===== src/design/periph_consts.svh =====
`ifndef PERIPH_CONSTS_SVH
`define PERIPH_CONSTS_SVH

// Sizes
`define PERIPH_NUM_SRC      8      // Id 0 means no interrupt
`define PERIPH_NUM_TIMERS   2
`define PERIPH_PRIO_W       3
`define PERIPH_ADDR_W       12     // Byte address
`define PERIPH_DATA_W       32

// Selects the controller when set and the timers when clear
`define PERIPH_PLIC_SEL_BIT 11

// --------------------------------------------------
// Controller register map
// --------------------------------------------------
`define PERIPH_PRIO_BASE    12'h000  // One word per id
`define PERIPH_ENABLE_OFS   12'h080
`define PERIPH_THRESH_OFS   12'h090
`define PERIPH_CLAIM_OFS    12'h094

// Timer blocks
`define PERIPH_TIMER_STRIDE 12'h010

`endif


===== src/design/periph_pkg.sv =====
`include "periph_consts.svh"

package periph_pkg;

    // Per-source gateway state
    typedef enum logic [1:0] {
        GW_IDLE       = 2'd0,
        GW_PENDING    = 2'd1,
        GW_IN_SERVICE = 2'd2
    } gw_state_e;

    // Word index inside one timer block
    typedef enum logic [1:0] {
        TMR_CTRL   = 2'd0,  // 0x0
        TMR_COUNT  = 2'd1,  // 0x4
        TMR_CMP    = 2'd2,  // 0x8
        TMR_STATUS = 2'd3   // 0xC
    } timer_reg_e;

    // --------------------------------------------------
    // Shared vector types
    // --------------------------------------------------
    typedef logic [`PERIPH_NUM_SRC-1:0] src_vec_t;
    typedef logic [2:0]                 src_id_t;
    typedef logic [`PERIPH_PRIO_W-1:0]  prio_t;

endpackage


===== src/design/cmp_timer.sv =====
`include "periph_consts.svh"

module cmp_timer (
    input  logic                          clk_i,
    input  logic                          rst_i,
    input  logic                          sel_i,
    input  logic                          write_i,
    input  logic [`PERIPH_ADDR_W-1:0]     addr_i,
    input  logic [`PERIPH_DATA_W-1:0]     wdata_i,
    output logic [`PERIPH_DATA_W-1:0]     rdata_o,
    output logic                          error_o,
    output logic [`PERIPH_NUM_TIMERS-1:0] irq_o
);
    import periph_pkg::*;

    localparam int STRIDE_SHIFT = $clog2(`PERIPH_TIMER_STRIDE);
    localparam int TIDX_W       = $clog2(`PERIPH_NUM_TIMERS);

    logic [`PERIPH_ADDR_W-1:0]     ofs;
    logic [`PERIPH_ADDR_W-1:0]     blk;
    logic [TIDX_W-1:0]             tidx;
    timer_reg_e                    reg_idx;
    logic                          hit;
    logic                          wr_hit;
    logic [`PERIPH_DATA_W-1:0]     rd_val;

    logic [`PERIPH_NUM_TIMERS-1:0] en_q;
    logic [`PERIPH_NUM_TIMERS-1:0] status_q;
    logic [`PERIPH_NUM_TIMERS-1:0] wr_sel;
    logic [`PERIPH_NUM_TIMERS-1:0] match;
    logic [`PERIPH_DATA_W-1:0]     count_q [`PERIPH_NUM_TIMERS];
    logic [`PERIPH_DATA_W-1:0]     cmp_q   [`PERIPH_NUM_TIMERS];

    // --------------------------------------------------
    // Offset decode
    // --------------------------------------------------
    always_comb begin
        ofs = addr_i;
        ofs[`PERIPH_PLIC_SEL_BIT] = 1'b0;   // Region bit handled by the top
        blk     = ofs >> STRIDE_SHIFT;
        tidx    = blk[TIDX_W-1:0];
        reg_idx = timer_reg_e'(ofs[STRIDE_SHIFT-1:2]);
        hit     = (blk < `PERIPH_ADDR_W'(`PERIPH_NUM_TIMERS)) && (ofs[1:0] == 2'b00);
    end

    assign wr_hit = sel_i && write_i && hit;

    always_comb begin
        for (int i = 0; i < `PERIPH_NUM_TIMERS; i++) begin
            wr_sel[i] = wr_hit && (tidx == TIDX_W'(i));
            match[i]  = en_q[i] && (count_q[i] == cmp_q[i]);
        end
    end

    always_ff @(posedge clk_i) begin
        if (rst_i) begin
            for (int i = 0; i < `PERIPH_NUM_TIMERS; i++) begin
                en_q[i]     <= 1'b0;
                status_q[i] <= 1'b0;
                count_q[i]  <= '0;
                cmp_q[i]    <= '0;
            end
        end else begin
            for (int i = 0; i < `PERIPH_NUM_TIMERS; i++) begin
                if (wr_sel[i] && reg_idx == TMR_CTRL) en_q[i] <= wdata_i[0];
                if (wr_sel[i] && reg_idx == TMR_CMP) cmp_q[i] <= wdata_i;
                if (wr_sel[i] && reg_idx == TMR_COUNT) begin
                    count_q[i] <= wdata_i;           // Software load
                end else if (match[i]) begin
                    count_q[i] <= '0;
                end else if (en_q[i]) begin
                    count_q[i] <= count_q[i] + 1'b1;
                end
                // Match wins over a clear in the same cycle
                if (match[i]) begin
                    status_q[i] <= 1'b1;
                end else if (wr_sel[i] && reg_idx == TMR_STATUS && wdata_i[0]) begin
                    status_q[i] <= 1'b0;
                end
            end
        end
    end

    always_comb begin
        case (reg_idx)
            TMR_CTRL:   rd_val = `PERIPH_DATA_W'(en_q[tidx]);
            TMR_COUNT:  rd_val = count_q[tidx];
            TMR_CMP:    rd_val = cmp_q[tidx];
            default:    rd_val = `PERIPH_DATA_W'(status_q[tidx]);
        endcase
    end

    // Response one cycle after the select, zero otherwise
    always_ff @(posedge clk_i) begin
        if (rst_i) begin
            rdata_o <= '0;
            error_o <= 1'b0;
        end else begin
            rdata_o <= (sel_i && !write_i && hit) ? rd_val : '0;
            error_o <= sel_i && !hit;
        end
    end

    assign irq_o = status_q;

    for (genvar i = 0; i < `PERIPH_NUM_TIMERS; i++) begin : g_chk
        a_status_needs_en: assert property (@(posedge clk_i) disable iff (rst_i)
            $rose(status_q[i]) |-> $past(en_q[i]));
    end

endmodule


===== src/design/irq_gateway.sv =====
`include "periph_consts.svh"

module irq_gateway (
    input  logic                clk_i,
    input  logic                rst_i,
    input  periph_pkg::src_vec_t src_i,
    input  logic                claim_i,
    input  periph_pkg::src_id_t  claim_id_i,
    input  logic                complete_i,
    input  periph_pkg::src_id_t  complete_id_i,
    output periph_pkg::src_vec_t pending_o
);
    import periph_pkg::*;

    gw_state_e state_q [`PERIPH_NUM_SRC];
    src_vec_t  claim_hit;
    src_vec_t  complete_hit;

    // --------------------------------------------------
    // Per-source strobe decode
    // --------------------------------------------------
    always_comb begin
        for (int i = 0; i < `PERIPH_NUM_SRC; i++) begin
            claim_hit[i]    = claim_i && (claim_id_i == src_id_t'(i));
            complete_hit[i] = complete_i && (complete_id_i == src_id_t'(i));
        end
    end

    // Each level source holds one request until claimed
    always_ff @(posedge clk_i) begin
        if (rst_i) begin
            for (int i = 0; i < `PERIPH_NUM_SRC; i++) begin
                state_q[i] <= GW_IDLE;
            end
        end else begin
            for (int i = 0; i < `PERIPH_NUM_SRC; i++) begin
                case (state_q[i])
                    GW_IDLE: begin
                        if (src_i[i]) state_q[i] <= GW_PENDING;
                    end
                    GW_PENDING: begin
                        if (claim_hit[i]) state_q[i] <= GW_IN_SERVICE;
                    end
                    GW_IN_SERVICE: begin
                        // Line still high pends again on the next edge
                        if (complete_hit[i]) state_q[i] <= GW_IDLE;
                    end
                    default: state_q[i] <= GW_IDLE;
                endcase
            end
        end
    end

    always_comb begin
        for (int i = 0; i < `PERIPH_NUM_SRC; i++) begin
            pending_o[i] = (state_q[i] == GW_PENDING);
        end
    end

    // Target may only claim what this gateway offers
    a_claim_pending: assert property (@(posedge clk_i) disable iff (rst_i)
        claim_i |-> pending_o[claim_id_i]);

endmodule


===== src/design/irq_target.sv =====
`include "periph_consts.svh"

module irq_target (
    input  logic                      clk_i,
    input  logic                      rst_i,
    input  logic                      sel_i,
    input  logic                      write_i,
    input  logic [`PERIPH_ADDR_W-1:0] addr_i,
    input  logic [`PERIPH_DATA_W-1:0] wdata_i,
    input  periph_pkg::src_vec_t      pending_i,
    output logic [`PERIPH_DATA_W-1:0] rdata_o,
    output logic                      error_o,
    output logic                      claim_o,
    output periph_pkg::src_id_t       claim_id_o,
    output logic                      complete_o,
    output periph_pkg::src_id_t       complete_id_o,
    output logic                      irq_o
);
    import periph_pkg::*;

    logic [`PERIPH_ADDR_W-1:0] ofs;
    logic [`PERIPH_ADDR_W-1:0] prio_rel;
    src_id_t                   prio_idx;
    logic                      prio_hit;
    logic                      en_hit;
    logic                      thr_hit;
    logic                      claim_hit;
    logic                      hit;
    logic [`PERIPH_DATA_W-1:0] rd_val;

    prio_t    prio_q [`PERIPH_NUM_SRC];
    src_vec_t en_q;
    prio_t    thresh_q;
    src_id_t  best_id;
    prio_t    best_prio;

    // --------------------------------------------------
    // Offset decode
    // --------------------------------------------------
    always_comb begin
        ofs = addr_i;
        ofs[`PERIPH_PLIC_SEL_BIT] = 1'b0;
        prio_rel  = ofs - `PERIPH_PRIO_BASE;   // Wraps high below the base
        prio_idx  = src_id_t'(prio_rel[`PERIPH_ADDR_W-1:2]);
        prio_hit  = (prio_rel < `PERIPH_ADDR_W'(4 * `PERIPH_NUM_SRC))
                    && (ofs[1:0] == 2'b00);
        en_hit    = (ofs == `PERIPH_ENABLE_OFS);
        thr_hit   = (ofs == `PERIPH_THRESH_OFS);
        claim_hit = (ofs == `PERIPH_CLAIM_OFS);
        hit       = prio_hit || en_hit || thr_hit || claim_hit;
    end

    always_ff @(posedge clk_i) begin
        if (rst_i) begin
            for (int i = 0; i < `PERIPH_NUM_SRC; i++) begin
                prio_q[i] <= '0;
            end
            en_q     <= '0;
            thresh_q <= '0;
        end else if (sel_i && write_i) begin
            if (prio_hit) prio_q[prio_idx] <= wdata_i[`PERIPH_PRIO_W-1:0];
            if (en_hit) en_q <= wdata_i[`PERIPH_NUM_SRC-1:0];
            if (thr_hit) thresh_q <= wdata_i[`PERIPH_PRIO_W-1:0];
        end
    end

    // --------------------------------------------------
    // Highest priority above threshold
    // --------------------------------------------------
    always_comb begin
        best_id   = '0;
        best_prio = thresh_q;
        // Strict compare keeps the lowest id on a tie
        for (int i = 1; i < `PERIPH_NUM_SRC; i++) begin
            if (pending_i[i] && en_q[i] && (prio_q[i] > best_prio)) begin
                best_id   = src_id_t'(i);
                best_prio = prio_q[i];
            end
        end
    end

    assign irq_o = (best_id != '0);

    // Strobes act on the edge that registers the response
    assign claim_o       = sel_i && !write_i && claim_hit && irq_o;
    assign claim_id_o    = best_id;
    assign complete_o    = sel_i && write_i && claim_hit;
    assign complete_id_o = wdata_i[2:0];

    always_comb begin
        rd_val = '0;
        if (prio_hit) begin
            rd_val = `PERIPH_DATA_W'(prio_q[prio_idx]);
        end else if (en_hit) begin
            rd_val = `PERIPH_DATA_W'(en_q);
        end else if (thr_hit) begin
            rd_val = `PERIPH_DATA_W'(thresh_q);
        end else if (claim_hit) begin
            rd_val = `PERIPH_DATA_W'(best_id);
        end
    end

    always_ff @(posedge clk_i) begin
        if (rst_i) begin
            rdata_o <= '0;
            error_o <= 1'b0;
        end else begin
            rdata_o <= (sel_i && !write_i && hit) ? rd_val : '0;
            error_o <= sel_i && !hit;
        end
    end

    // No qualifying source outranks the selected id
    for (genvar i = 1; i < `PERIPH_NUM_SRC; i++) begin : g_chk
        a_best_selected: assert property (@(posedge clk_i) disable iff (rst_i)
            (pending_i[i] && en_q[i] && (prio_q[i] > thresh_q)) |->
                irq_o && ((prio_q[best_id] > prio_q[i])
                          || ((prio_q[best_id] == prio_q[i])
                              && (best_id <= src_id_t'(i)))));
    end

endmodule


===== src/design/periph_subsys.sv =====
`include "periph_consts.svh"

module periph_subsys (
    input  logic                      clk_i,
    input  logic                      rst_i,
    input  logic                      req_valid_i,
    input  logic                      req_write_i,
    input  logic [`PERIPH_ADDR_W-1:0] req_addr_i,
    input  logic [`PERIPH_DATA_W-1:0] req_wdata_i,
    input  logic [4:0]                ext_irq_i,
    output logic                      resp_ready_o,
    output logic [`PERIPH_DATA_W-1:0] resp_rdata_o,
    output logic                      resp_error_o,
    output logic                      irq_o
);
    import periph_pkg::*;

    logic                          tmr_sel;
    logic                          plic_sel;
    logic                          resp_valid_q;
    logic                          region_q;     // 1 for controller

    logic [`PERIPH_NUM_TIMERS-1:0] tmr_irq;
    logic [`PERIPH_DATA_W-1:0]     tmr_rdata;
    logic                          tmr_error;
    logic [`PERIPH_DATA_W-1:0]     plic_rdata;
    logic                          plic_error;

    src_vec_t irq_src;
    src_vec_t pending;
    logic     claim;
    src_id_t  claim_id;
    logic     complete;
    src_id_t  complete_id;

    // --------------------------------------------------
    // Source map
    // --------------------------------------------------
    assign irq_src = {ext_irq_i, tmr_irq, 1'b0};   // Id 0 never requests

    // --------------------------------------------------
    // Region decode and response path
    // --------------------------------------------------
    assign plic_sel = req_valid_i && req_addr_i[`PERIPH_PLIC_SEL_BIT];
    assign tmr_sel  = req_valid_i && !req_addr_i[`PERIPH_PLIC_SEL_BIT];

    always_ff @(posedge clk_i) begin
        if (rst_i) begin
            resp_valid_q <= 1'b0;
            region_q     <= 1'b0;
        end else begin
            resp_valid_q <= req_valid_i;
            region_q     <= req_addr_i[`PERIPH_PLIC_SEL_BIT];
        end
    end

    assign resp_ready_o = resp_valid_q;
    assign resp_rdata_o = region_q ? plic_rdata : tmr_rdata;
    assign resp_error_o = region_q ? plic_error : tmr_error;

    cmp_timer i_timer (
        .clk_i   ( clk_i       ),
        .rst_i   ( rst_i       ),
        .sel_i   ( tmr_sel     ),
        .write_i ( req_write_i ),
        .addr_i  ( req_addr_i  ),
        .wdata_i ( req_wdata_i ),
        .rdata_o ( tmr_rdata   ),
        .error_o ( tmr_error   ),
        .irq_o   ( tmr_irq     )
    );

    irq_gateway i_gateway (
        .clk_i         ( clk_i       ),
        .rst_i         ( rst_i       ),
        .src_i         ( irq_src     ),
        .claim_i       ( claim       ),
        .claim_id_i    ( claim_id    ),
        .complete_i    ( complete    ),
        .complete_id_i ( complete_id ),
        .pending_o     ( pending     )
    );

    irq_target i_target (
        .clk_i         ( clk_i       ),
        .rst_i         ( rst_i       ),
        .sel_i         ( plic_sel    ),
        .write_i       ( req_write_i ),
        .addr_i        ( req_addr_i  ),
        .wdata_i       ( req_wdata_i ),
        .pending_i     ( pending     ),
        .rdata_o       ( plic_rdata  ),
        .error_o       ( plic_error  ),
        .claim_o       ( claim       ),
        .claim_id_o    ( claim_id    ),
        .complete_o    ( complete    ),
        .complete_id_o ( complete_id ),
        .irq_o         ( irq_o       )
    );

endmodule


===== config.mk =====
export PLATFORM = sky130hd
export DESIGN_NAME = periph_subsys
export DESIGN_NICKNAME = d
export VERILOG_FILES = /design/src/design/periph_pkg.sv /design/src/design/cmp_timer.sv /design/src/design/irq_gateway.sv /design/src/design/irq_target.sv /design/src/design/periph_subsys.sv
export VERILOG_INCLUDE_DIRS = /design/src /design/src/design
export SDC_FILE = /design/constraint.sdc
export NUM_CORES = 1
export LEC_CHECK = 0
export ABC_AREA = 1
export BUFFER_PORTS_ARGS = -buffer_cell sky130_fd_sc_hd__buf_2
export CORE_MARGIN = 8
export CORE_UTILIZATION = 25
export CTS_CLUSTER_DIAMETER = 30
export DETAILED_ROUTE_END_ITERATION = 16
export SLEW_MARGIN = 15
export SYNTH_ARGS = -nofsm -noshare
export SYNTH_HDL_FRONTEND = slang
export SYNTH_SLANG_ARGS = --single-unit

===== constraint.sdc =====
create_clock -name clk_i -period 20.7 [get_ports clk_i]
set_input_delay 2.07 -clock clk_i [delete_from_list [all_inputs] [get_ports clk_i]]
set_output_delay 2.07 -clock clk_i [all_outputs]
set_load 0.01 [all_outputs]

==> impl_results.md <==
- Reg-to-reg slack, setup: 11.84 ns
- Post-Route Skew: 0.02169 ns
- Vias: 11790
- CP Max Fanout: 9
- Worst r2r dst: i_gateway.state_q[0][5]
- Final core area utilization: 0.3109
- Die Y: 244.8 um
- # hold bufs at CTS: 0
- Share of the synthesized area in the top cell type: 0.3808
- Clk root buf: clkbuf_16
- Most used flip-flop cell after synthesis: edfxtp_1
- Wirelength, routed: 43460 um
- Die width: 244.8 um
- Die area: 0.05994 mm^2
- Longest Clk Path Bufs: 3
- Final Max Slew Viols: 0
- Syn. warnings: 0
- Initial antenna violation count: 10
- Worst hold path type: reg -> reg
- Clock Latency Late Sink: 0.58 ns
- Starting Density: 0.2511
- CP required: 18.63 ns
- Hold Crit Start: i_timer.irq_o[0]
- Non-filler cells, final: 2428
- Detail Route Antenna Nets: 0
- Crit-path most repeated cell: o21ai_0
- Setup violators final: 0
- Share of layout cells above drive strength 1: 0.1862
- Vias per cell: 4.855
- Final period util: 0.5291
- Largest net degree at the start of global routing: 73
- First-pass GRT wire length: 66830 um
- Layout Nets: 1762
- Core ar.: 0.05213 mm^2
- Slowest stage delay, CP: 0.51 ns
- DP Worst Slack: 10.34 ns
- Crit end category: output pin
- Sequential area share after synthesis: 0.4710
- Synth area leader: edfxtp_1
- Power per cell area: 91.00 mW/mm^2
- Drt first-iter violations: 873
- WS Path Type: reg -> out
- Area Overhead vs Synth: 23.82%
- Pre-antenna DRT Iters: 5
- Run status: finished, final reports clean
- H-tree Lvls: 2
- Final Wtd Congestion: 0.8881
- Startpoint types: flop
- Hold Path Sink: i_timer.rdata_o[0]
- RSZ-0062 raised after global routing: no
- Rel. slew slack: 0.2248
- GRT Total Usage: 0.1408
- Worst Hold Path Cells: 2
- Flops & latches, synth: 225
- Post-synth EDFFs: 166
- Post-Syn Area: 0.01309 mm^2
- # DRC: 0
- Buffers on Ports: 87
- Detailed Place HPWL: 31090 um
- Clock sink total: 225
- GRT overflow: 0
- Peak VDD IR: 62.16 uV
- I/O pin total: 88
- Fin worst setup slack: 9.748 ns
- Max Cap Viol: 0
- Setup repair bufs after CTS: 0
- Setup TNS: 0 ns
- Period minus WS final: 10.95 ns
- Number of buffers created by CTS: 55
- Post-Syn Nets: 1662
- Routed wire per std cell: 17.90 um
- Hold Violations, Final: 0
- Top cells by area, synth: edfxtp_1 38%, nand2_1 9.3%, dfxtp_1 9.0%
- Leakage power: 0.006410 uW
- CTS-repair resized insts: 0
- Reg2Reg Depth: 51
- Top cells by count, synth: 326 x nand2_1, 221 x inv_1, 166 x edfxtp_1
- Clk pin slew, worst setup/hold paths: 0.04 ns
- Asr flop ratio synth: 0
- Placed cells: 2325
- Post-Syn Area per Cell: 8.212 um^2
- FP Rows: 84
- CP max-delay cell: o21ai_1
- ANT cells: 0
- Count of different cell masters after synthesis: 55
- Vias in the first global route: 11500
- FMAX: 91.30 MHz
- Cells after Synth: 1594
- CTS tree: built
- Count leader, synth: nand2_1
- Worst flop-to-flop path startpoint: i_target.prio_q[1][2]
- Crit path DAT: 8.88 ns
- Worst Tran Pin Value: 1.161 ns
==> kinds of logic (layout without fill, tap and decap cells) <==
group,after synthesis,in the layout,synth area share
muxes,9,9,0.007743
xor gates and xnor gates,35,35,0.02342
AOI/OAI and AO/OA,287,287,0.1288
buffers and inverters,296,442,0.08536
and+or+nand+nor,727,727,0.2694
adders and majority gates,15,15,0.01434
DFF,225,225,0.4710
==> worst max-delay path: cells and delay by family (launching register included) <==
kind | cells | cell delay, ns
adders and majority gates | 7 | 2.17
DFF | 1 | 0.43
AOI/OAI and AO/OA | 13 | 2.74
and+or+nand+nor | 25 | 2.45
buffers and inverters | 4 | 0.51
==> state kept, by name, summed over array words and instances (netlist names), 3 cells and up <==
signal,flops
i_gateway.state_q,14
i_target.rdata_o,8
i_target.en_q,8
i_timer.count_q,64
i_timer.cmp_q,64
i_target.thresh_q,3
i_target.prio_q,24
i_timer.rdata_o,32
==> per-layer routing <==
metal  vias to the layer above  GRT usage  share of wire
li1                       5631          -              -
met1                      5604     0.1843           0.44
met2                       451     0.2269           0.46
met3                        95    0.03370          0.078
met4                         8    0.04381          0.026
met5                         -   0.006531         0.0021
==> cell usage in the layout (no fill, tap or decap), types with 7 or more instances in the layout <==
cell	n
a21oi_1	93
nand3_2	20
nor2_2	15
o21ai_1	12
a31oi_1	34
o2111ai_1	7
clkinvlp_4	8
nand2_1	326
nor4_1	14
nor2_4	7
clkbuf_16	55
or2_2	10
nand2_2	17
clkinv_2	16
nor2_1	158
bufinv_16	8
xor2_1	15
nor3_1	29
ha_1	15
inv_1	221
buf_2	87
xnor2_1	20
o21ai_0	79
edfxtp_1	166
nand4_1	40
inv_2	17
dfxtp_1	58
o22ai_1	18
buf_4	13
mux2_2	9
o32ai_1	14
nand3_1	62
==> worst max path at each step <==
stage	from	cells after the start	to	slack, ns
final	i_target.prio_q[1][2]	49	irq_o	9.75
after global routing	i_target.thresh_q[2]	49	irq_o	8.92
after CTS	i_target.prio_q[1][2]	49	irq_o	9.73
after detailed placement	i_target.prio_q[1][2]	49	irq_o	10.34
after global placement	i_target.prio_q[1][2]	49	irq_o	10.47
after floorplan	i_target.prio_q[1][2]	48	irq_o	11.39
==> power by group <==
group / internal, uW / total [uW] / switching (uW) / leakage, uW
Combinational: 22.8 / 76.9 / 54.1 / 0.00336
Clock: 605 / 880 / 275 / 0.000927
Sequential: 501 / 518 / 16.9 / 0.00212
Total: 1130 / 1470 / 346 / 0.00641
==> per-stage QoR <==
| step | area (um^2) | power [uW] | hold slack [ns] |
|---|---|---|---|
| 6_report | 16210 | 1475 | 0.4840 |
| 5_1_grt | 16210 | 1520 | 0.5279 |
| 4_1_cts | 16210 | 1487 | 0.4880 |
| 3_5_place_dp | 14300 | 601.8 | 0.4828 |
| 3_3_place_gp | 14300 | 600.0 | 0.4665 |
| 2_1_floorplan | 13090 | 568.6 | 0.4189 |
==> layout make-up <==
cell class,count,area [um^2]
Clock inverter,36,426.7
Fill cell,5507,35920
Timing Repair Buffer,100,533.0
Multi-Input combinational cell,1073,5839
Clock buffer,67,1481
Tap cell,688,860.8
Inverter,239,899.6
Sequential cell,225,6167
(Power assumes the default switching activity.)
